`src/pcore_macros.svh`:
```
`ifndef PCORE_MACROS_SVH
`define PCORE_MACROS_SVH

// Data and address width
`define XLEN 32

// First fetch address out of reset
`define PC_RESET 32'h0000_0100

// addi x0, x0, 0
`define INSTR_NOP 32'h0000_0013

// Instruction TLB size
`define ITLB_ENTRIES 4

// Line buffer geometry and miss penalty
`define LINE_WORDS 4
`define FILL_CYCLES 3

// Instruction memory depth in words
`define IMEM_WORDS 256

`endif

```
`src/pcore_pkg.sv`:
```
`include "pcore_macros.svh"

package pcore_pkg;

    // Misaligned fetch keeps the RISC-V cause value
    typedef enum logic [3:0] {
        EXC_CODE_INSTR_MISALIGN = 4'd0,
        EXC_CODE_NO_EXCEPTION   = 4'd10   // Reserved cause, never raised
    } type_exc_code_e;

    // Fetch to TLB
    typedef struct packed {
        logic [`XLEN-1:0] i_vaddr;
        logic             i_req;
    } type_if2mmu_s;

    // TLB to fetch
    typedef struct packed {
        logic [`XLEN-1:0] i_paddr;
        logic             i_hit;
    } type_mmu2if_s;

    // Fetch to instruction memory
    typedef struct packed {
        logic [`XLEN-1:0] addr;
        logic             req;
    } type_if2icache_s;

    // Instruction memory to fetch
    typedef struct packed {
        logic [`XLEN-1:0] r_data;
        logic             ack;
    } type_icache2if_s;

    // Fetch to decode, payload
    typedef struct packed {
        logic [`XLEN-1:0] instr;
        logic [`XLEN-1:0] pc;
        logic [`XLEN-1:0] pc_next;
        logic             instr_valid;
    } type_if2id_data_s;

    // Fetch to decode, exceptions
    typedef struct packed {
        type_exc_code_e exc_code;
        logic           exc_req;
    } type_if2id_ctrl_s;

    // Branch and jump redirect from execute
    typedef struct packed {
        logic [`XLEN-1:0] pc_new;
        logic             new_pc_req;
    } type_exe2if_fb_s;

    // Trap, return and WFI from CSR unit
    typedef struct packed {
        logic [`XLEN-1:0] pc_new;
        logic             new_pc_req;
        logic             wfi_req;
    } type_csr2if_fb_s;

    // Merged fetch control
    typedef struct packed {
        logic csr_new_pc_req;
        logic wfi_req;
        logic exe_new_pc_req;
        logic if_stall;
    } type_fwd2if_s;

    // One TLB entry write
    typedef struct packed {
        logic [19:0]                       vpn;
        logic [19:0]                       ppn;
        logic [$clog2(`ITLB_ENTRIES)-1:0]  idx;
        logic                              valid;
        logic                              strobe;
    } type_tlb_fill_s;

endpackage : pcore_pkg

```
`src/fetch.sv`:
```
`timescale 1ns/1ps
`include "pcore_macros.svh"

module fetch (
    input  logic                         clk,
    input  logic                         rst_n,

    // Instruction memory side
    output pcore_pkg::type_if2icache_s   if2icache_o,
    input  pcore_pkg::type_icache2if_s   icache2if_i,

    // TLB side
    output pcore_pkg::type_if2mmu_s      if2mmu_o,
    input  pcore_pkg::type_mmu2if_s      mmu2if_i,

    // Decode side
    output pcore_pkg::type_if2id_data_s  if2id_data_o,
    output pcore_pkg::type_if2id_ctrl_s  if2id_ctrl_o,

    // Redirect feedback
    input  pcore_pkg::type_exe2if_fb_s   exe2if_fb_i,
    input  pcore_pkg::type_csr2if_fb_s   csr2if_fb_i,

    // Forward/stall unit
    input  pcore_pkg::type_fwd2if_s      fwd2if_i,
    output logic                         if2fwd_stall_o
);

    logic [`XLEN-1:0]          pc_ff;          // Address of the word on the decode side
    logic [`XLEN-1:0]          pc_next;        // Address requested this cycle
    logic                      req_en_ff;      // Fetch enabled once out of reset
    logic                      if_stall;
    logic                      pc_misaligned;
    pcore_pkg::type_exc_code_e exc_code;
    logic                      exc_req;

    // Memory not ready or pipeline held
    assign if_stall      = fwd2if_i.if_stall | ~icache2if_i.ack;
    assign pc_misaligned = pc_ff[1] | pc_ff[0];

    always_ff @(posedge clk) begin
        if (!rst_n) begin
            pc_ff     <= `PC_RESET;
            req_en_ff <= 1'b0;
        end else begin
            pc_ff     <= pc_next;
            req_en_ff <= 1'b1;
        end
    end

    // Fixed priority, CSR wins over everything
    always_comb begin
        pc_next = pc_ff + `XLEN'(4);

        case (1'b1)
            fwd2if_i.csr_new_pc_req: begin
                pc_next = csr2if_fb_i.pc_new;
            end
            fwd2if_i.wfi_req: begin
                pc_next = pc_ff;               // Sleep until woken
            end
            fwd2if_i.exe_new_pc_req: begin
                pc_next = exe2if_fb_i.pc_new;
            end
            if_stall: begin
                pc_next = pc_ff;               // Same address asked again
            end
            default: begin
                pc_next = pc_ff + `XLEN'(4);
            end
        endcase
    end

    always_comb begin
        exc_req  = 1'b0;
        exc_code = pcore_pkg::EXC_CODE_NO_EXCEPTION;

        if (pc_misaligned) begin
            exc_req  = 1'b1;
            exc_code = pcore_pkg::EXC_CODE_INSTR_MISALIGN;
        end
    end

    // Translation request, then physical address on to memory
    assign if2mmu_o.i_vaddr = pc_next;
    assign if2mmu_o.i_req   = req_en_ff;
    assign if2icache_o.addr = mmu2if_i.i_paddr;
    assign if2icache_o.req  = mmu2if_i.i_hit;   // No request on a TLB miss

    // Word for pc_ff arrives with ack
    assign if2id_data_o.instr       = icache2if_i.ack ? icache2if_i.r_data : `INSTR_NOP;
    assign if2id_data_o.pc          = pc_ff;
    assign if2id_data_o.pc_next     = pc_next;
    assign if2id_data_o.instr_valid = icache2if_i.ack;

    assign if2id_ctrl_o.exc_code = exc_code;
    assign if2id_ctrl_o.exc_req  = exc_req;

    assign if2fwd_stall_o = if2mmu_o.i_req & ~icache2if_i.ack;

    // Held PC must survive until a redirect shows up
    assert property (@(posedge clk) disable iff (!rst_n)
        (fwd2if_i.if_stall && !fwd2if_i.csr_new_pc_req && !fwd2if_i.exe_new_pc_req)
        |=> (pc_ff == $past(pc_ff)))
        else $error("fetch: PC moved during stall");

endmodule : fetch

```
`config.mk`:
```
export PLATFORM = sky130hd
export DESIGN_NAME = fetch
export DESIGN_NICKNAME = d
export VERILOG_FILES = /design/src/pcore_pkg.sv /design/src/fetch.sv
export VERILOG_INCLUDE_DIRS = /design/src
export SDC_FILE = /design/constraint.sdc
export NUM_CORES = 1
export LEC_CHECK = 0
export ABC_AREA = 1
export BUFFER_PORTS_ARGS = -buffer_cell sky130_fd_sc_hd__clkbuf_2
export CAP_MARGIN = 5
export CORE_AREA = 2 2 121 123
export DETAILED_ROUTE_END_ITERATION = 16
export DIE_AREA = 0 0 123 125
export GPL_TIMING_DRIVEN = 0
export PLACE_DENSITY = 0.58
export SYNTH_ARGS = -nofsm -noshare
export SYNTH_HDL_FRONTEND = slang
export SYNTH_SLANG_ARGS = --single-unit
```
`constraint.sdc`:
```
create_clock -name clk -period 3 [get_ports clk]
set_input_delay 0.45 -clock clk [delete_from_list [all_inputs] [get_ports clk]]
set_output_delay 0.45 -clock clk [all_outputs]
set_load 0.1 [all_outputs]
```
======== Word-level counts from Yosys, hierarchy flattened ========
Index checks and enable logic that the tools add are counted.
word-level totals
  word-level logic and storage cells ...... 15
  output and inout bits ................... 169
  register bits after elaboration ......... 33
  input port bits ......................... 139
operators by class
  mux-type cells .......................... 8
  add/sub/neg operators ................... 1
  bitwise logic cells ..................... 4
operators by type and width
  kind                                                             count
  32-bit 2-to-1 mux                                                5
  32-bit by 3-bit adder with 32-bit output, second input constant  1
  4-bit 2-to-1 mux                                                 1
  1-bit 2-to-1 mux                                                 2
  1-bit bitwise OR                                                 2
  1-bit AND                                                        1
  1-bit inverter                                                   1

======== Depth between registers and ports, before layout ========
  word-level depth ........................ 6
  gate-level depth with buffers ........... 14
  gate-level depth less buffers ........... 13

======== Worst setup path before layout ========
No wires, ideal clock.
  path type ............................... reg-to-output
  start point ............................. register pc_ff[2]
  end point ............................... output if2mmu_o[10] (netlist name)
  path buffers ............................ 1
  arrival time ............................ 3715 ps
  stages on the path, launching flop included .. 8
  data required time ...................... 2550 ps
  slack ................................... -1165 ps
  cells stage by stage .................... dfxtp_1 nand3_1 nor2_4 nand2_1 nand2_1 nand3_1 a21oi_1 buf_4
RTL lines
  what                    line         RTL
  start, declared         fetch.sv:29  logic [`XLEN-1:0] pc_ff;
  start signal, assigned  fetch.sv:43  pc_ff <= `PC_RESET;
  start signal, assigned  fetch.sv:46  pc_ff <= pc_next;
  end, declared           fetch.sv:13  output pcore_pkg::type_if2mmu_s if2mmu_o,

==> reports/results.tsv <==
stage	metric	value	unit
clocking	clock latency of the later-clocked register in the worst-skew pair	290	ps
setup_path	top fanout value on the critical path	6	
clocking	clock transition at the registers of the reported paths	60	ps
synth	synthesized area	3440	um^2
route	via/cell ratio	4.36	
synth	cells taking the most area after synthesis	sky130_fd_sc_hd__dfxtp_1, sky130_fd_sc_hd__nand2_1, sky130_fd_sc_hd__buf_4, sky130_fd_sc_hd__inv_1, sky130_fd_sc_hd__nor2_1	
timing	setup skew after layout	6.17	ps
route	DRC viols	0	
grt	initial antenna violation count	0	
timing	slew margin rel.	55.9	%
route	detailed-route wire length per cell	14.5	um
setup_path	required time worst endpoint	2550	ps
floorplan	Floorplan Core Area	14200	um^2
status	run status	complete, no violations	
route	count of vias placed by the detailed router	4585	
layout	# diodes	0	
clocking	total clock buffers created by CTS	5	
synth	number of storage elements in the synthesis netlist	33	
place	number of buffer cells added on primary ports	269	
route	number of iterations in the first detailed-routing pass	5	
clocking	CTS HTree Levels	2	
setup_path	sort of element at the end of the critical path	output pin	
setup_path	Buf/Inv on CP	3	
grt	via count of the first global-routing pass	4250	
setup_path	reg-to-reg startpoint	pc_ff[2]	
timing	Hold WS	397	ps
layout	total number of nets in the final design	1007	
clocking	TritonCTS clock tree	built	
pwr	PwrDens	546	nW/um^2
place	cell area after placement	5170	um^2
place	last weighted congestion value of the routability-driven placer	0.886	
floorplan	width of the die	123	um
setup_path	WP depth	12	
route	number of violations reported at the end of detailed-routing iteration 0	190	
timing	transition at the pin with the smallest max-transition slack	661	ps
floorplan	IO Pins	308	
timing	Fin Setup TNS	0	ps
floorplan	die footprint	15400	um^2
setup_path	crit path cell chain	ha_1, nand3_1, nor2_4, nand2_1, xor2_1, nand2_1, o211ai_1, nand2_1, nand2_1, clkinvlp_4, buf_4, buf_2	
pwr	static leakage	3.02	nW
setup_path	kind of cell adding the most delay to the critical path	simple AND/OR/NAND/NOR gates	
clocking	Clock Sinks	33	
grt	gr usage total	19.5	%
setup_path	Worst setup endpoint	if2mmu_o[11]	
synth	part of the Yosys area used for sequential elements	19.2	%
layout	share of final-layout standard cells stronger than drive strength 1	50.7	%
floorplan	Initial Util	24.2	%
route	Final ANT Viol Nets	0	
clocking	root cell of the clock tree	sky130_fd_sc_hd__clkbuf_16	
synth	top cell type's share of synthesized area	19.2	%
setup_path	startpoint-to-endpoint class of the critical path	register to output pin	
layout	Final Instance Area	5370	um^2
setup_path	worst endpoint data arrival time	2410	ps
route	Total Routed Length	15300	um
setup_path	launching element type of the critical path	register	
grt	first-pass GRT wire length	23200	um
layout	core occupancy in the finished layout	37.8	%
synth	cell type contributing the most total cell area after synthesis	sky130_fd_sc_hd__dfxtp_1	
min_path	worst min path class	primary input to register	
layout	P&R area growth vs syn	56.1	%
place	detailed-placement wirelength estimate	12700	um
pwr	worst supply voltage drop on vdd	0.288	mV
timing	Final Setup Violations	0	
setup_path	startpoint of the most critical setup path	pc_ff[2]	
timing	maximum clock rate	0.350	GHz
synth	unique cell type count in the Yosys netlist	38	
synth	number of synthesis warnings	0	
pwr	total chip power	2.93	mW
setup_path	worst-path cell with the longest stage delay	sky130_fd_sc_hd__buf_2	
clocking	# hold bufs at CTS	0	
grt	largest net degree at the start of global routing	11	
setup_path	endpoint of the worst register-to-register path	pc_ff[22]	
setup_path	delay contributed by the slowest stage of the critical path	410	ps
grt	GRT Residual Overflow	0	
timing	ratio of final minimum period to clock period	95.3	%
setup_path	cell repeated most along the worst path	sky130_fd_sc_hd__nand2_1	
floorplan	number of placement rows	44	
setup_path	cells on worst reg2reg path	10	
run	count of max-cap constraint violations	0	
timing	min Tclk post-route	2860	ps
timing	pins over their slew limit	0	
synth	number of standard cells after synthesis	589	
setup_path	reg-to-reg slack, setup	1170	ps
clocking	number of buffers on the longest clock path	2	
synth	post-synthesis average cell area	5.84	um^2
timing	final-report hold violation count	0	
floorplan	vertical die dimension	125	um
==> flip-flops by register name, indices dropped and copies added (netlist names) <==
name,flops
pc_ff,32
req_en_ff,1
==> worst min-delay path by stage <==
stage	from	end	slack [ps]	cells past startpoint
detailed placement	pc_ff[14]	pc_ff[14]	650	3
floorplan	rst_n	req_en_ff	480	0
CTS	csr2if_fb_i[10]	pc_ff[8]	390	3
global route	csr2if_fb_i[10]	pc_ff[8]	430	3
finish	csr2if_fb_i[10]	pc_ff[8]	400	3
global placement	pc_ff[14]	pc_ff[14]	640	3
==> power by group <==
group          leakage [nW]  switching (mW)  internal (mW)  total (mW)
Combinational          2.66            1.54          0.332        1.87
Sequential            0.285          0.0559          0.475       0.531
Clock                0.0712           0.195          0.331       0.526
Total                  3.02            1.79           1.14        2.93
==> metrics by stage <==
stage                     instances  setup WS [ps]
after floorplan                 590           1.16
after global placement         1043          -72.2
after detailed placement       1043          -86.1
after CTS                      1051           15.3
after global routing           1052          -3.95
final                          1052            141
==> kinds of logic after synthesis <==
group	Yosys count	share of synthesized area, %
xor+xnor	5	1.27
other cells	1	0.109
simple gates	292	37.2
fa+ha+maj	1	0.364
flops	33	19.2
compound gates	84	15.1
buf+inv	173	26.7
==> tightest hold or removal path: cells and delay by family <==
family,cells,cell delay [ps]
simple gates,2,120
buf+inv,1,70
==> cells in the final DEF, fill, tap and decap left out, types with 10 or more instances in the layout <==
cell type / count
sky130_fd_sc_hd__inv_1: 73
sky130_fd_sc_hd__buf_4: 74
sky130_fd_sc_hd__or2_2: 10
sky130_fd_sc_hd__dfxtp_2: 20
sky130_fd_sc_hd__clkbuf_1: 13
sky130_fd_sc_hd__nor2_2: 11
sky130_fd_sc_hd__nand3_1: 37
sky130_fd_sc_hd__o21ai_0: 18
sky130_fd_sc_hd__nand2_1: 141
sky130_fd_sc_hd__nor2_1: 54
sky130_fd_sc_hd__nand2_2: 13
sky130_fd_sc_hd__a21oi_1: 33
sky130_fd_sc_hd__clkbuf_2: 258
==> final cells by class <==
type	count	area (um^2)
Sequential cell	33	719
Fill cell	1591	8840
Timing Repair Buffer	270	1370
Buffer	89	612
Tap cell	184	230
Multi-Input combinational cell	384	1950
Clock buffer	8	146
Inverter	84	338
==> synth_stat cells <==
| cell | count |
|---|---|
| sky130_fd_sc_hd__a211o_1 | 1 |
| sky130_fd_sc_hd__a211oi_1 | 2 |
| sky130_fd_sc_hd__a21o_1 | 1 |
| sky130_fd_sc_hd__a21oi_1 | 36 |
| sky130_fd_sc_hd__a21oi_2 | 1 |
| sky130_fd_sc_hd__a221oi_1 | 9 |
| sky130_fd_sc_hd__a31oi_1 | 2 |
| sky130_fd_sc_hd__and2_1 | 6 |
| sky130_fd_sc_hd__buf_1 | 1 |
| sky130_fd_sc_hd__buf_2 | 3 |
| sky130_fd_sc_hd__buf_4 | 71 |
| sky130_fd_sc_hd__clkbuf_1 | 14 |
| sky130_fd_sc_hd__clkinv_1 | 1 |
| sky130_fd_sc_hd__conb_1 | 1 |
| sky130_fd_sc_hd__dfxtp_1 | 33 |
| sky130_fd_sc_hd__ha_1 | 1 |
| sky130_fd_sc_hd__inv_1 | 82 |
| sky130_fd_sc_hd__inv_2 | 1 |
| sky130_fd_sc_hd__nand2_1 | 152 |
| sky130_fd_sc_hd__nand2_2 | 2 |
| sky130_fd_sc_hd__nand3_1 | 37 |
| sky130_fd_sc_hd__nand3_2 | 1 |
| sky130_fd_sc_hd__nand3b_1 | 4 |
| sky130_fd_sc_hd__nand4_1 | 9 |
| sky130_fd_sc_hd__nor2_1 | 59 |
| sky130_fd_sc_hd__nor2_2 | 6 |
| sky130_fd_sc_hd__nor2_4 | 4 |
| sky130_fd_sc_hd__nor3_1 | 2 |
| sky130_fd_sc_hd__o2111ai_1 | 1 |
| sky130_fd_sc_hd__o211ai_1 | 4 |
| sky130_fd_sc_hd__o21ai_0 | 18 |
| sky130_fd_sc_hd__o21ai_1 | 1 |
| sky130_fd_sc_hd__o21bai_1 | 3 |
| sky130_fd_sc_hd__o221a_2 | 3 |
| sky130_fd_sc_hd__o221ai_1 | 2 |
| sky130_fd_sc_hd__or2_2 | 10 |
| sky130_fd_sc_hd__xnor2_1 | 1 |
| sky130_fd_sc_hd__xor2_1 | 4 |
==> routing by layer <==
| layer | routed length, um | share of wire, % | vias to the layer above | track usage, % |
|---|---|---|---|---|
| li1 | - | - | 2358 | - |
| met1 | 6910 | 45 | 2031 | 27.0 |
| met2 | 7140 | 47 | 185 | 32.1 |
| met3 | 1110 | 7.3 | 11 | 3.42 |
| met4 | 129 | 0.84 | 0 | 3.34 |
| met5 | 0 | 0 | - | 0 |
==> timing repair <==
action                     4_1_cts  5_1_grt
setup endpoints to repair       11       26
setup buffers                    0        1
pin swaps                        0        2
resized for setup                5       29
cloned                           0        0
Note: power is estimated with default switching activity, not from simulation.
