===== config.mk =====
export PLATFORM = sky130hd
export DESIGN_NAME = itlb
export DESIGN_NICKNAME = d
export VERILOG_FILES = /design/src/pcore_pkg.sv /design/src/itlb.sv
export VERILOG_INCLUDE_DIRS = /design/src
export SDC_FILE = /design/constraint.sdc
export NUM_CORES = 1
export LEC_CHECK = 0
export BUFFER_PORTS_ARGS = -buffer_cell sky130_fd_sc_hd__buf_2
export CORE_MARGIN = 3
export CORE_UTILIZATION = 56
export CTS_BUF_LIST = sky130_fd_sc_hd__clkbuf_16
export CTS_CLUSTER_DIAMETER = 200
export DETAILED_ROUTE_END_ITERATION = 7
export GPL_TIMING_DRIVEN = 1
export PLACE_DENSITY = 0.79
export SETUP_SLACK_MARGIN = 0.05
export SYNTH_ARGS = -nofsm -noshare
export SYNTH_HDL_FRONTEND = slang
export SYNTH_SLANG_ARGS = --single-unit

===== constraint.sdc =====
create_clock -name clk -period 6 [get_ports clk]
set_input_delay 1.8 -clock clk [delete_from_list [all_inputs] [get_ports clk]]
set_output_delay 1.8 -clock clk [all_outputs]
set_load 0.005 [all_outputs]

===== src/pcore_macros.svh =====
`ifndef PCORE_MACROS_SVH
`define PCORE_MACROS_SVH

// Data and address width
`define XLEN 32

// First fetch address out of reset
`define PC_RESET 32'h0000_0100

// addi x0, x0, 0
`define INSTR_NOP 32'h0000_0013

// Instruction TLB size
`define ITLB_ENTRIES 4

// Line buffer geometry and miss penalty
`define LINE_WORDS 4
`define FILL_CYCLES 3

// Instruction memory depth in words
`define IMEM_WORDS 256

`endif


===== src/pcore_pkg.sv =====
`include "pcore_macros.svh"

package pcore_pkg;

    // Misaligned fetch keeps the RISC-V cause value
    typedef enum logic [3:0] {
        EXC_CODE_INSTR_MISALIGN = 4'd0,
        EXC_CODE_NO_EXCEPTION   = 4'd10   // Reserved cause, never raised
    } type_exc_code_e;

    // Fetch to TLB
    typedef struct packed {
        logic [`XLEN-1:0] i_vaddr;
        logic             i_req;
    } type_if2mmu_s;

    // TLB to fetch
    typedef struct packed {
        logic [`XLEN-1:0] i_paddr;
        logic             i_hit;
    } type_mmu2if_s;

    // Fetch to instruction memory
    typedef struct packed {
        logic [`XLEN-1:0] addr;
        logic             req;
    } type_if2icache_s;

    // Instruction memory to fetch
    typedef struct packed {
        logic [`XLEN-1:0] r_data;
        logic             ack;
    } type_icache2if_s;

    // Fetch to decode, payload
    typedef struct packed {
        logic [`XLEN-1:0] instr;
        logic [`XLEN-1:0] pc;
        logic [`XLEN-1:0] pc_next;
        logic             instr_valid;
    } type_if2id_data_s;

    // Fetch to decode, exceptions
    typedef struct packed {
        type_exc_code_e exc_code;
        logic           exc_req;
    } type_if2id_ctrl_s;

    // Branch and jump redirect from execute
    typedef struct packed {
        logic [`XLEN-1:0] pc_new;
        logic             new_pc_req;
    } type_exe2if_fb_s;

    // Trap, return and WFI from CSR unit
    typedef struct packed {
        logic [`XLEN-1:0] pc_new;
        logic             new_pc_req;
        logic             wfi_req;
    } type_csr2if_fb_s;

    // Merged fetch control
    typedef struct packed {
        logic csr_new_pc_req;
        logic wfi_req;
        logic exe_new_pc_req;
        logic if_stall;
    } type_fwd2if_s;

    // One TLB entry write
    typedef struct packed {
        logic [19:0]                       vpn;
        logic [19:0]                       ppn;
        logic [$clog2(`ITLB_ENTRIES)-1:0]  idx;
        logic                              valid;
        logic                              strobe;
    } type_tlb_fill_s;

endpackage : pcore_pkg


===== src/itlb.sv =====
`timescale 1ns/1ps
`include "pcore_macros.svh"

module itlb (
    input  logic                       clk,
    input  logic                       rst_n,
    input  logic                       translate_en_i,  // Off means bare mode
    input  pcore_pkg::type_tlb_fill_s  tlb_fill_i,
    input  pcore_pkg::type_if2mmu_s    if2mmu_i,
    output pcore_pkg::type_mmu2if_s    mmu2if_o
);

    localparam int VPN_W = 20;
    localparam int OFF_W = `XLEN - VPN_W;   // 4 KiB pages

    logic [VPN_W-1:0]         vpn_ff [`ITLB_ENTRIES];
    logic [VPN_W-1:0]         ppn_ff [`ITLB_ENTRIES];
    logic [`ITLB_ENTRIES-1:0] valid_ff;
    logic [`ITLB_ENTRIES-1:0] match;
    logic [VPN_W-1:0]         vpn;
    logic [VPN_W-1:0]         ppn_sel;

    assign vpn = if2mmu_i.i_vaddr[`XLEN-1:OFF_W];

    // Valid bits only, entry contents need no reset
    always_ff @(posedge clk) begin
        if (!rst_n) begin
            valid_ff <= '0;
        end else if (tlb_fill_i.strobe) begin
            valid_ff[tlb_fill_i.idx] <= tlb_fill_i.valid;
        end
    end

    always_ff @(posedge clk) begin
        if (tlb_fill_i.strobe) begin
            vpn_ff[tlb_fill_i.idx] <= tlb_fill_i.vpn;
            ppn_ff[tlb_fill_i.idx] <= tlb_fill_i.ppn;
        end
    end

    // Fully associative compare
    always_comb begin
        ppn_sel = '0;
        for (int i = 0; i < `ITLB_ENTRIES; i++) begin
            match[i] = valid_ff[i] & (vpn_ff[i] == vpn);
            if (match[i]) begin
                ppn_sel = ppn_ff[i];
            end
        end
    end

    always_comb begin
        if (translate_en_i) begin
            mmu2if_o.i_paddr = {ppn_sel, if2mmu_i.i_vaddr[OFF_W-1:0]};
            mmu2if_o.i_hit   = if2mmu_i.i_req & (|match);
        end else begin
            mmu2if_o.i_paddr = if2mmu_i.i_vaddr;   // Identity map
            mmu2if_o.i_hit   = if2mmu_i.i_req;
        end
    end

    // Fills over time must never leave a duplicate mapping
    assert property (@(posedge clk) disable iff (!rst_n)
        (translate_en_i && if2mmu_i.i_req) |-> $onehot0(match))
        else $error("itlb: several entries map one VPN");

endmodule : itlb


After elaboration in Yosys (flattened, before gate mapping)
Memory sizes are Yosys's and may differ from the RTL's. Index checks and enable logic that the tools add are counted.

Order comparisons: 2. Eq/ne operators: 4. Multiplexer cells: 10. Bitwise logic cells: 5. Reductions and logical operators: 2.

Operator list (count): equality test 20 bit (4); 2-to-1 mux 20 bit (4); 2-to-1 mux 33 bit (1); bitwise AND 1 bit (5); bitwise mux 4 bit (1); OR reduction 4 bit (1); < comparator 2 x 3 -> 1 bit (second input constant) (1); 2-to-1 mux 1 bit (3); demux 1 bit (select 2 bit) (1); greater-or-equal comparator 2 x 1 -> 1 bit (second input constant) (1); logical AND 1 bit (1).

Register bits: 4. Bits in writable memories: 160. Input port bits: 80. Output and inout port bits: 33. Word-level logic and storage cells: 26. Memories: 2.

Memories: ppn_ff (words 4, bits a word 20, read ports 4, clocked after memory_dff 0, write ports 1, RTL line itlb.sv:17) `` logic [VPN_W-1:0] ppn_ff [`ITLB_ENTRIES]; ``; vpn_ff (words 4, bits a word 20, read ports 4, clocked after memory_dff 0, write ports 1, RTL line itlb.sv:16) `` logic [VPN_W-1:0] vpn_ff [`ITLB_ENTRIES]; ``.

Logic depth before layout (Yosys ltp)
Gate-level depths: netlist of run 1.

Word-level depth: 7. Gate-level depth with buffers: 9. Depth with buffers taken out: 6.

Worst setup path after synthesis of run 1
No wires, ideal clock.

Path kind: input to register. Start point: in tlb_fill_i[3] (netlist bit). End point: reg valid_ff[0]. Setup time: 119 ps. Arrival: 5311 ps. Required time: 5881 ps. Setup slack: 570 ps. Stages: 3. Buffers on the path: 0. Cells stage by stage: nor3b_1 > mux2i_1 > nor2b_1.

Longest elaborated chain between the ends: 5.

RTL lines: from (decl) (RTL line itlb.sv:8) `input pcore_pkg::type_tlb_fill_s tlb_fill_i,`; < comparator 2 x 3 -> 1 bit (implied by the code) or greater-or-equal comparator 2 x 1 -> 1 bit (tied branches) (RTL line itlb.sv:30) `valid_ff[tlb_fill_i.idx] <= tlb_fill_i.valid;`; logical AND 1 bit (implied by the code) (RTL line itlb.sv:30); 2-to-1 mux 1 bit (implied by the code) (RTL line itlb.sv:30); demux 1 bit (select 2 bit) (*) (RTL line itlb.sv:30); bitwise mux 4 bit (*) (RTL line itlb.sv:30); to (signal, indexed assignment) (RTL line itlb.sv:30); to (decl) (RTL line itlb.sv:18) `` logic [`ITLB_ENTRIES-1:0] valid_ff; ``.

Mark *: on every way between the ends. The rest lies on a longest branch, timed or not. A chain may end at the register's enable or synchronous reset.

==> flow_summary.toml, run 1 <==
[critical_path]
crit_path_top_delay_cell = "nor4_2"
path_cells = "buf_2 -> xnor2_1 -> nand4_1 -> nor4_2 -> buf_4 -> a22oi_1 -> buf_4 -> a31oi_1 -> a21oi_1 -> buf_2"
slowest_delay_ps = 390
cpLargestDelayFamily = "buffers and inverters"
setup.worst_path.end = "mmu2if_o[15]"
crit_path_end_kind = "primary output"
rr_endpoint = "valid_ff[2]"
reg2reg_slack_ps = 5310
cp.buffers_inverters = 4
cp_max_fo = 21
cp_data_required_time_ps = 4200
crit_start = "if2mmu_i[22]"
path_class = "in -> out"
reg2reg_from = "valid_ff[2]"
reg2reg_depth = 2
cp.arrival_ps = 4000
worstSetupPathDepth = 10
cp-start-kind = "input pin"

[power_and_ir_drop]
comb_power_share_pct = 6.5
irDropWorstVdd_mv = 0.201
p_int_uw = 2120
clockPowerShare_pct = 43.6
seq_power_share_pct = 49.9
netSwitchingFraction_pct = 20.9
p_per_area_nw_per_um2 = 328
leakagePower_uw = 0.00287
switchingPower_uw = 560

[placed_design]
port_buffers = 88
globalplace.congestion = 0.859
post-dp-hpwl_mm = 10.7
dp_slack_ps = 355

[die]
die-area_um2 = 14100
die_w_um = 119
start_util_pct = 58.4
die_h_um = 119
num_rows = 40
core-area_um2 = 12200
io_pins = 113

[clock_network]
htreeDepth = 4
cts-resized-gates = 0
cts_buffers = 17
clk_pin_slew_ps = 60
clockBufferDepth = 2
post_cts_buffers = 0
cts_sinks = 164
clk_root_buffer_cell = "clkbuf_16"
holdBufCountCts = 0
cts_tree = "yes"
insertion_delay_ps = 410

[yosys]
ys_ff_latch = 164
synth-seq-area-share_pct = 68.6
synthArstFlopShare_pct = 0
syn_area_um2 = 7130
yosysWarnings = 0
synth_edf_count = 160
syn_avg_cell_area_um2 = 15.2
synth_fp_nets = 550
syn_inst = 470
synth_ff_type = "edfxtp_1"
ys_types = 40

[min_path]
min_path_type = "reg -> reg"

[run]
maxCapViolations = 0

[timing]
worst_pin_slew_ps = 1110
period_share_pct = 96.7
max_freq_mhz = 172
skew_ps = 0
relSlewSlack_pct = 25.8
hold_viol_final = 0
setup_viol = 0
finalCriticalPeriod_ps = 5800
postLayoutSetupSlackWorst_ps = 199
grt_setup_unrepaired = "no"
fin_tns_setup_ps = 0
drv_slew = 0

[routing]
via_per_inst = 6.05
drcViolationCount = 0
wl_mm = 16.8
dr.first_iter.drc_count = 533
ant_nets = 0
vias = 4350
avgRoutedWirePerCell_um = 23.4
first_pass_iters = 5

[global_routing]
grt_pass1_vias = 4545
track_usage_pct = 24.4
antenna_found_initial = 0
grt_pass1_wl_mm = 25.7
grt_start_max_net_pins = 42
grt.overflow.total = 0

[final_layout]
multi_input_area_um2 = 1880
drive_gt1_share_pct = 26.7
regArea_um2 = 4880
syn2layout_area_growth_pct = 14.7
fill_cells = 836
final_cell_mix = "160 x edfxtp_1, 88 x buf_2, 46 x xnor2_1"
layout_commonest_cell = "edfxtp_1"
nets = 618
antenna_cells = 0

[outcome]
status = "completed"
==> Yosys cell counts (2+ instances only) <==
cell type	n	share of area (%)
a21oi_1	19	1.3
a31oi_1	20	1.8
a41oi_1	19	2.3
and3_1	22	1.9
buf_2	21	1.5
buf_4	13	1.4
buf_6	9	1.4
clkbuf_1	7	0.37
clkbuf_8	2	0.39
dfxtp_1	4	1.1
edfxtp_1	160	67
inv_1	2	0.11
mux2i_1	3	0.42
nand2_1	2	0.11
nand3_1	4	0.28
nand4_1	10	0.88
nor2_1	23	1.2
nor2b_1	4	0.35
nor3b_1	2	0.21
nor4_1	5	0.44
nor4_2	3	0.53
nor4_4	2	0.60
o2bb2ai_1	19	2.3
xnor2_1	46	5.7
xor2_1	34	4.2
==> tightest hold or removal path, stage by stage (launching register included) <==
cell	delay, ps
dfxtp_1	330
o21ai_0	80
a21boi_0	80
==> final cells by class <==
cell class,instances,share of cell area [%]
flip-flops and latches,164,59.8
multi-input cells,250,23.0
repair buffers,103,6.77
clock buffers,17,5.21
clock inverters,15,2.60
well taps,168,2.57
inverters,2,0.0919
==> cells by family after synthesis <==
logic type | count (synthesis) | share of synthesized area, %
xor+xnor | 80 | 9.83
buf+inv | 56 | 5.30
mux | 3 | 0.421
simple gates | 84 | 7.37
flops | 164 | 68.6
compound gates | 83 | 8.52
==> how the worst min path moves through the flow <==
stage | start | depth (start not counted) | end
after detailed placement | valid_ff[1] | 2 | valid_ff[1]
after CTS | valid_ff[1] | 2 | valid_ff[1]
after global placement | valid_ff[3] | 2 | valid_ff[3]
after floorplan | valid_ff[2] | 2 | valid_ff[2]
after global routing | valid_ff[1] | 2 | valid_ff[1]
final | valid_ff[2] | 2 | valid_ff[2]
==> sequential cells by signal, indices dropped and copies added, names as in the netlist <==
name      flops
ppn_ff       80
valid_ff      4
vpn_ff       80
==> layer usage <==
metal  GRT usage, %  share of wire [%]
met5              0                  0
met4           11.3                3.2
met3           6.65                8.5
met2           39.9                 50
met1           30.3                 38
==> power by group through the flow <==
| stage | Sequential, uW | Clock, uW | Combinational (uW) |
|---|---|---|---|
| 5_1_grt | 1340 | 1230 | 187 |
| 6_report | 1340 | 1170 | 174 |
| 2_1_floorplan | 1360 | 0 | 106 |
| 4_1_cts | 1340 | 1170 | 175 |
| 3_3_place_gp | 1360 | 0 | 168 |
| 3_5_place_dp | 1360 | 0 | 172 |
==> metrics by stage <==
| stage | instances | utilization (%) | power (uW) | area (um^2) | hold WS (ps) |
|---|---|---|---|---|---|
| CTS | 719 | 66.9 | 2680 | 8170 | 524 |
| global placement | 687 | 61.7 | 1530 | 7530 | 495 |
| detailed placement | 687 | 61.7 | 1530 | 7530 | 505 |
| global route | 719 | 66.9 | 2760 | 8170 | 550 |
| finish | 719 | 66.9 | 2680 | 8170 | 534 |
| floorplan | 470 | - | 1460 | 7130 | 452 |
Power figures use the tool's default switching activity.
==> run 2, diff against run 1 <==
REMOVE_ABC_BUFFERS = 1   (was not set)
==> run 2 against run 1 <==
Non-clock buffer count shrank 1. Setup slack gained 50 ps. Fmax grew 0.87%. Core utilization shrank 1.1 points. Critical endpoint is now mmu2if_o[13]. Largest cell class unchanged.
==> flow_summary.toml, run 2 (synthesis gave the netlist of run 1 again) <==
[outcome]
status = "completed"

[final_layout]
syn2layout_area_growth_pct = 12.7
nets = 617
fill_cells = 885
final_cell_mix = "160 x edfxtp_1, 88 x buf_2, 46 x xnor2_1"
antenna_cells = 0
fin_area_um2 = 8030
drive_gt1_share_pct = 24.2
layout_commonest_cell = "edfxtp_1"
top_regs = "ppn_ff (80), vpn_ff (80), valid_ff (4)"

[critical_path]
path_class = "in -> out"
cp_max_fo = 21
reg2reg_depth = 2
reg2reg_slack_ps = 5300
crit_path_end_kind = "primary output"
cp-start-kind = "input pin"
cp.arrival_ps = 3950
reg2reg_from = "valid_ff[2]"
crit_start = "if2mmu_i[17]"
setup.worst_path.end = "mmu2if_o[13]"
cp_data_required_time_ps = 4200
rr_endpoint = "valid_ff[2]"

[clock_network]
post_cts_buffers = 0
cts_tree = "yes"
htreeDepth = 4
cts_buffers = 17
clk_root_buffer_cell = "clkbuf_16"
cts-resized-gates = 0
clk_pin_slew_ps = 50
clockBufferDepth = 2
cts_sinks = 164
holdBufCountCts = 0
insertion_delay_ps = 420

[global_routing]
grt.overflow.total = 0
antenna_found_initial = 0
grt_pass1_wl_mm = 25.7
grt_pass1_vias = 4442
track_usage_pct = 24.6
grt_start_max_net_pins = 42

[run]
maxCapViolations = 0

[die]
die_w_um = 119
die-area_um2 = 14100
num_rows = 40
die_h_um = 119
io_pins = 113
start_util_pct = 58.4
core-area_um2 = 12200

[power_and_ir_drop]
irDropWorstVdd_mv = 0.233
seq_power_share_pct = 54.5
p_per_area_nw_per_um2 = 305
leakagePower_uw = 0.00284
netSwitchingFraction_pct = 21.3
p_int_uw = 1930
switchingPower_uw = 522
power_uw = 2450
clockPowerShare_pct = 38.6
comb_power_share_pct = 6.9

[routing]
wl_mm = 16.6
first_pass_iters = 5
via_per_inst = 6.01
ant_nets = 0
avgRoutedWirePerCell_um = 23.1
drcViolationCount = 0
vias = 4312
dr.first_iter.drc_count = 373

[timing]
grt_setup_unrepaired = "no"
fin_tns_setup_ps = 0
max_freq_mhz = 174
relSlewSlack_pct = 26.2
drv_slew = 0
worst_pin_slew_ps = 1110
finalCriticalPeriod_ps = 5750
hold_viol_final = 0
skew_ps = 0
period_share_pct = 95.8
setup_viol = 0

[min_path]
min_path_type = "reg -> reg"

[placed_design]
port_buffers = 88
globalplace.congestion = 0.818
post-dp-hpwl_mm = 10.7
placed_cell_area_um2 = 7530
[run 2: changes by cell type in the layout (fill, tap and decap cells not counted), sizes merged]
cell      delta
clkinvlp     -1
clkinv       -5
bufinv       -4
buf          -1
inv         +10
[run 2: worst min path at each step]
stage,from,endpoint,cells past startpoint
floorplan,valid_ff[2],valid_ff[2],2
global placement,valid_ff[0],valid_ff[0],2
detailed placement,valid_ff[1],valid_ff[1],2
CTS,valid_ff[1],valid_ff[1],2
global route,valid_ff[1],valid_ff[1],2
finish,valid_ff[1],valid_ff[1],2
[run 2: worst max-delay path, cell delays in order]
cell and delay (ps):
buf_2 170, xnor2_1 270, nand4_1 160, nor4_2 340, buf_4 320, a22oi_1 140, buf_4 250, a31oi_1 210
a21oi_1 130, buf_2 150
[run 2: stage by stage]
step,instances,hold WS (ps),utilization [%],setup WS (ps)
3_3_place_gp,686,503,61.6,307
4_1_cts,718,537,65.8,212
6_report,718,531,65.8,249
2_1_floorplan,416,452,-,278
3_5_place_dp,686,505,61.6,250
5_1_grt,718,545,65.8,134
[run 2: power groups by stage]
stage               Sequential, uW  Combinational (uW)  Clock [uW]
floorplan                     1360                79.9           0
global placement              1360                 166           0
detailed placement            1360                 169           0
CTS                           1340                 171         955
global route                  1340                 185        1010
finish                        1340                 170         947
[run 2: cell type report]
type | instances | area, um^2 | area share [%]
sequential | 164 | 4880 | 60.8
multi-input combinational | 250 | 1880 | 23.4
timing repair buffer | 102 | 546 | 6.79
clock buffer | 17 | 425 | 5.30
tap | 168 | 210 | 2.62
clock inverter | 15 | 82.6 | 1.03
inverter | 2 | 7.51 | 0.0934
[run 2: routing by layer]
metal	part of all wire (%)	vias to the layer above	global-route usage (%)	wire, um
li1	-	1914	-	-
met2	51	221	40.7	8520
met1	39	2156	31.8	6530
met5	0	-	0	0
met3	7.4	21	5.60	1230
met4	1.8	0	9.20	301
==> run 3, diff against run 2 <==
--- a/constraint.sdc
+++ b/constraint.sdc
@@ -3,2 +3,2 @@
 set_output_delay 1.8 -clock clk [all_outputs]
-set_load 0.005 [all_outputs]
+set_load 0.1 [all_outputs]
==> run 3 against run 2 <==
Global-route usage shrank 0.14 points. Setup slack lost 150 ps. Combinational power grew 50%. Power grew 6.4%. Die area is the same. Critical endpoint unchanged.
==> flow_summary.toml, run 3 (synthesis gave the netlist of run 1 again) <==
[die]
start_util_pct = 58.4
core-area_um2 = 12200
die_w_um = 119
die-area_um2 = 14100
die_h_um = 119
num_rows = 40
io_pins = 113

[final_layout]
final_util_pct = 67.8
antenna_cells = 0
layoutNonFillerInstCount = 716
fill_cells = 819
final_cell_mix = "160 x edfxtp_1, 78 x buf_2, 44 x xnor2_1"
drive_gt1_share_pct = 26.1
layout_commonest_cell = "edfxtp_1"
nets = 617
fin_area_um2 = 8280
syn2layout_area_growth_pct = 16.3
top_regs = "ppn_ff (80), vpn_ff (80), valid_ff (4)"

[timing]
grt_setup_unrepaired = "no"
period_share_pct = 98.4
max_freq_mhz = 169
skew_ps = 0
whs_ps = 534
setup_viol = 0
finalCriticalPeriod_ps = 5900
drv_slew = 0
hold_viol_final = 0
relSlewSlack_pct = 24.8
worst_pin_slew_ps = 1130

[outcome]
status = "completed"

[global_routing]
grt_pass1_wl_mm = 25.5
track_usage_pct = 24.4
grt_start_max_net_pins = 42
antenna_found_initial = 0
grt_pass1_vias = 4413
grt.overflow.total = 0

[power_and_ir_drop]
netSwitchingFraction_pct = 23.5
seq_power_share_pct = 51.2
leakagePower_uw = 0.00290
power_uw = 2610
p_per_area_nw_per_um2 = 315
irDropWorstVdd_mv = 0.177
clockPowerShare_pct = 39.0
comb_power_share_pct = 9.8
switchingPower_uw = 614
p_int_uw = 2000

[clock_network]
post_cts_buffers = 0
cts_buffers = 17
clk_pin_slew_ps = 60
clk_root_buffer_cell = "clkbuf_16"
insertion_delay_ps = 420
cts_tree = "yes"
htreeDepth = 4
clockBufferDepth = 2
cts_sinks = 164

[routing]
via_per_inst = 6.14
ant_nets = 0
first_pass_iters = 5
dr.first_iter.drc_count = 444
vias = 4399
drcViolationCount = 0
wl_mm = 16.8
avgRoutedWirePerCell_um = 23.5

[critical_path]
crit_path_end_kind = "primary output"
cpLargestDelayFamily = "buffers and inverters"
cp.arrival_ps = 4100
path_class = "in -> out"
crit_path_top_delay_cell = "nor4_4"
crit_top_cell = "buf_2"
cp_max_fo = 21
path_cells = "buf_2 -> xnor2_1 -> nand4_1 -> nor4_4 -> buf_12 -> a22oi_1 -> buf_4 -> a31oi_1 -> a21oi_1 -> buf_2"
slowest_delay_ps = 430
cp.buffers_inverters = 4
cp_data_required_time_ps = 4200
cp-start-kind = "input pin"

[placed_design]
placed_cell_area_um2 = 7710
port_buffers = 88
globalplace.congestion = 0.792
post-dp-hpwl_mm = 10.7
placed_cells = 686

[min_path]
min_path_type = "reg -> reg"

[run]
maxCapViolations = 0
==> run 3: cell count changes in the layout (fill, tap and decap cells not counted), moves of 2 or more <==
| cell | change |
|---|---|
| inv_1 | -9 |
| xnor2_1 | -2 |
| clkinvlp_4 | +3 |
| buf_4 | -3 |
| xnor2_2 | +2 |
| buf_12 | +13 |
| clkinv_2 | +3 |
| buf_2 | -10 |
==> run 3: worst paths after layout <==
kind,from,endpoint,slack (ps),depth (start not counted)
worst min register to register,valid_ff[1],valid_ff[1],530,2
worst min-delay path,valid_ff[1],valid_ff[1],530,2
worst max-delay path,if2mmu_i[30],mmu2if_o[13],100,10
worst max register to register,valid_ff[2],valid_ff[2],5250,2
==> run 3: per-stage QoR <==
step,setup slack (ps),setup TNS (ps)
global route,51.1,0
CTS,67.7,0
global placement,227,0
detailed placement,184,0
floorplan,-936,-13970
finish,97.0,0
==> run 3: area by class of cell <==
cell class / count / area, um^2 / share of cell area [%]
multi-input combinational: 250 / 1900 / 23.0
timing repair buffer: 102 / 733 / 8.85
inverter: 2 / 7.51 / 0.0906
sequential: 164 / 4880 / 59.0
clock buffer: 17 / 425 / 5.14
tap: 168 / 210 / 2.54
clock inverter: 13 / 121 / 1.47
==> run 3: what timing repair did <==
item,in CTS,in global routing
hold buffers,0,0
endpoints found under the setup margin,12,10
resized for setup,2,3
pin swaps,0,1
==> run 3: routing by layer <==
metal	wire length [um]	GRT usage, %	up-vias
li1	-	-	1915
met1	6520	31.7	2164
met2	8410	40.0	282
met3	1440	6.41	38
met4	448	8.69	0
met5	0	0	-
==> run 3: power groups by stage <==
stage	clock, uW	sequential [uW]	combinational (uW)
final	1020	1340	255
after global routing	1070	1340	269
after CTS	1020	1340	254
after detailed placement	0	1360	250
after global placement	0	1360	246
after floorplan	0	1360	146
==> run 3: tightest hold or removal path, stage by stage (launching register included) <==
cell	delay [ps]
dfxtp_1	310
mux2i_1	120
nor2b_1	60
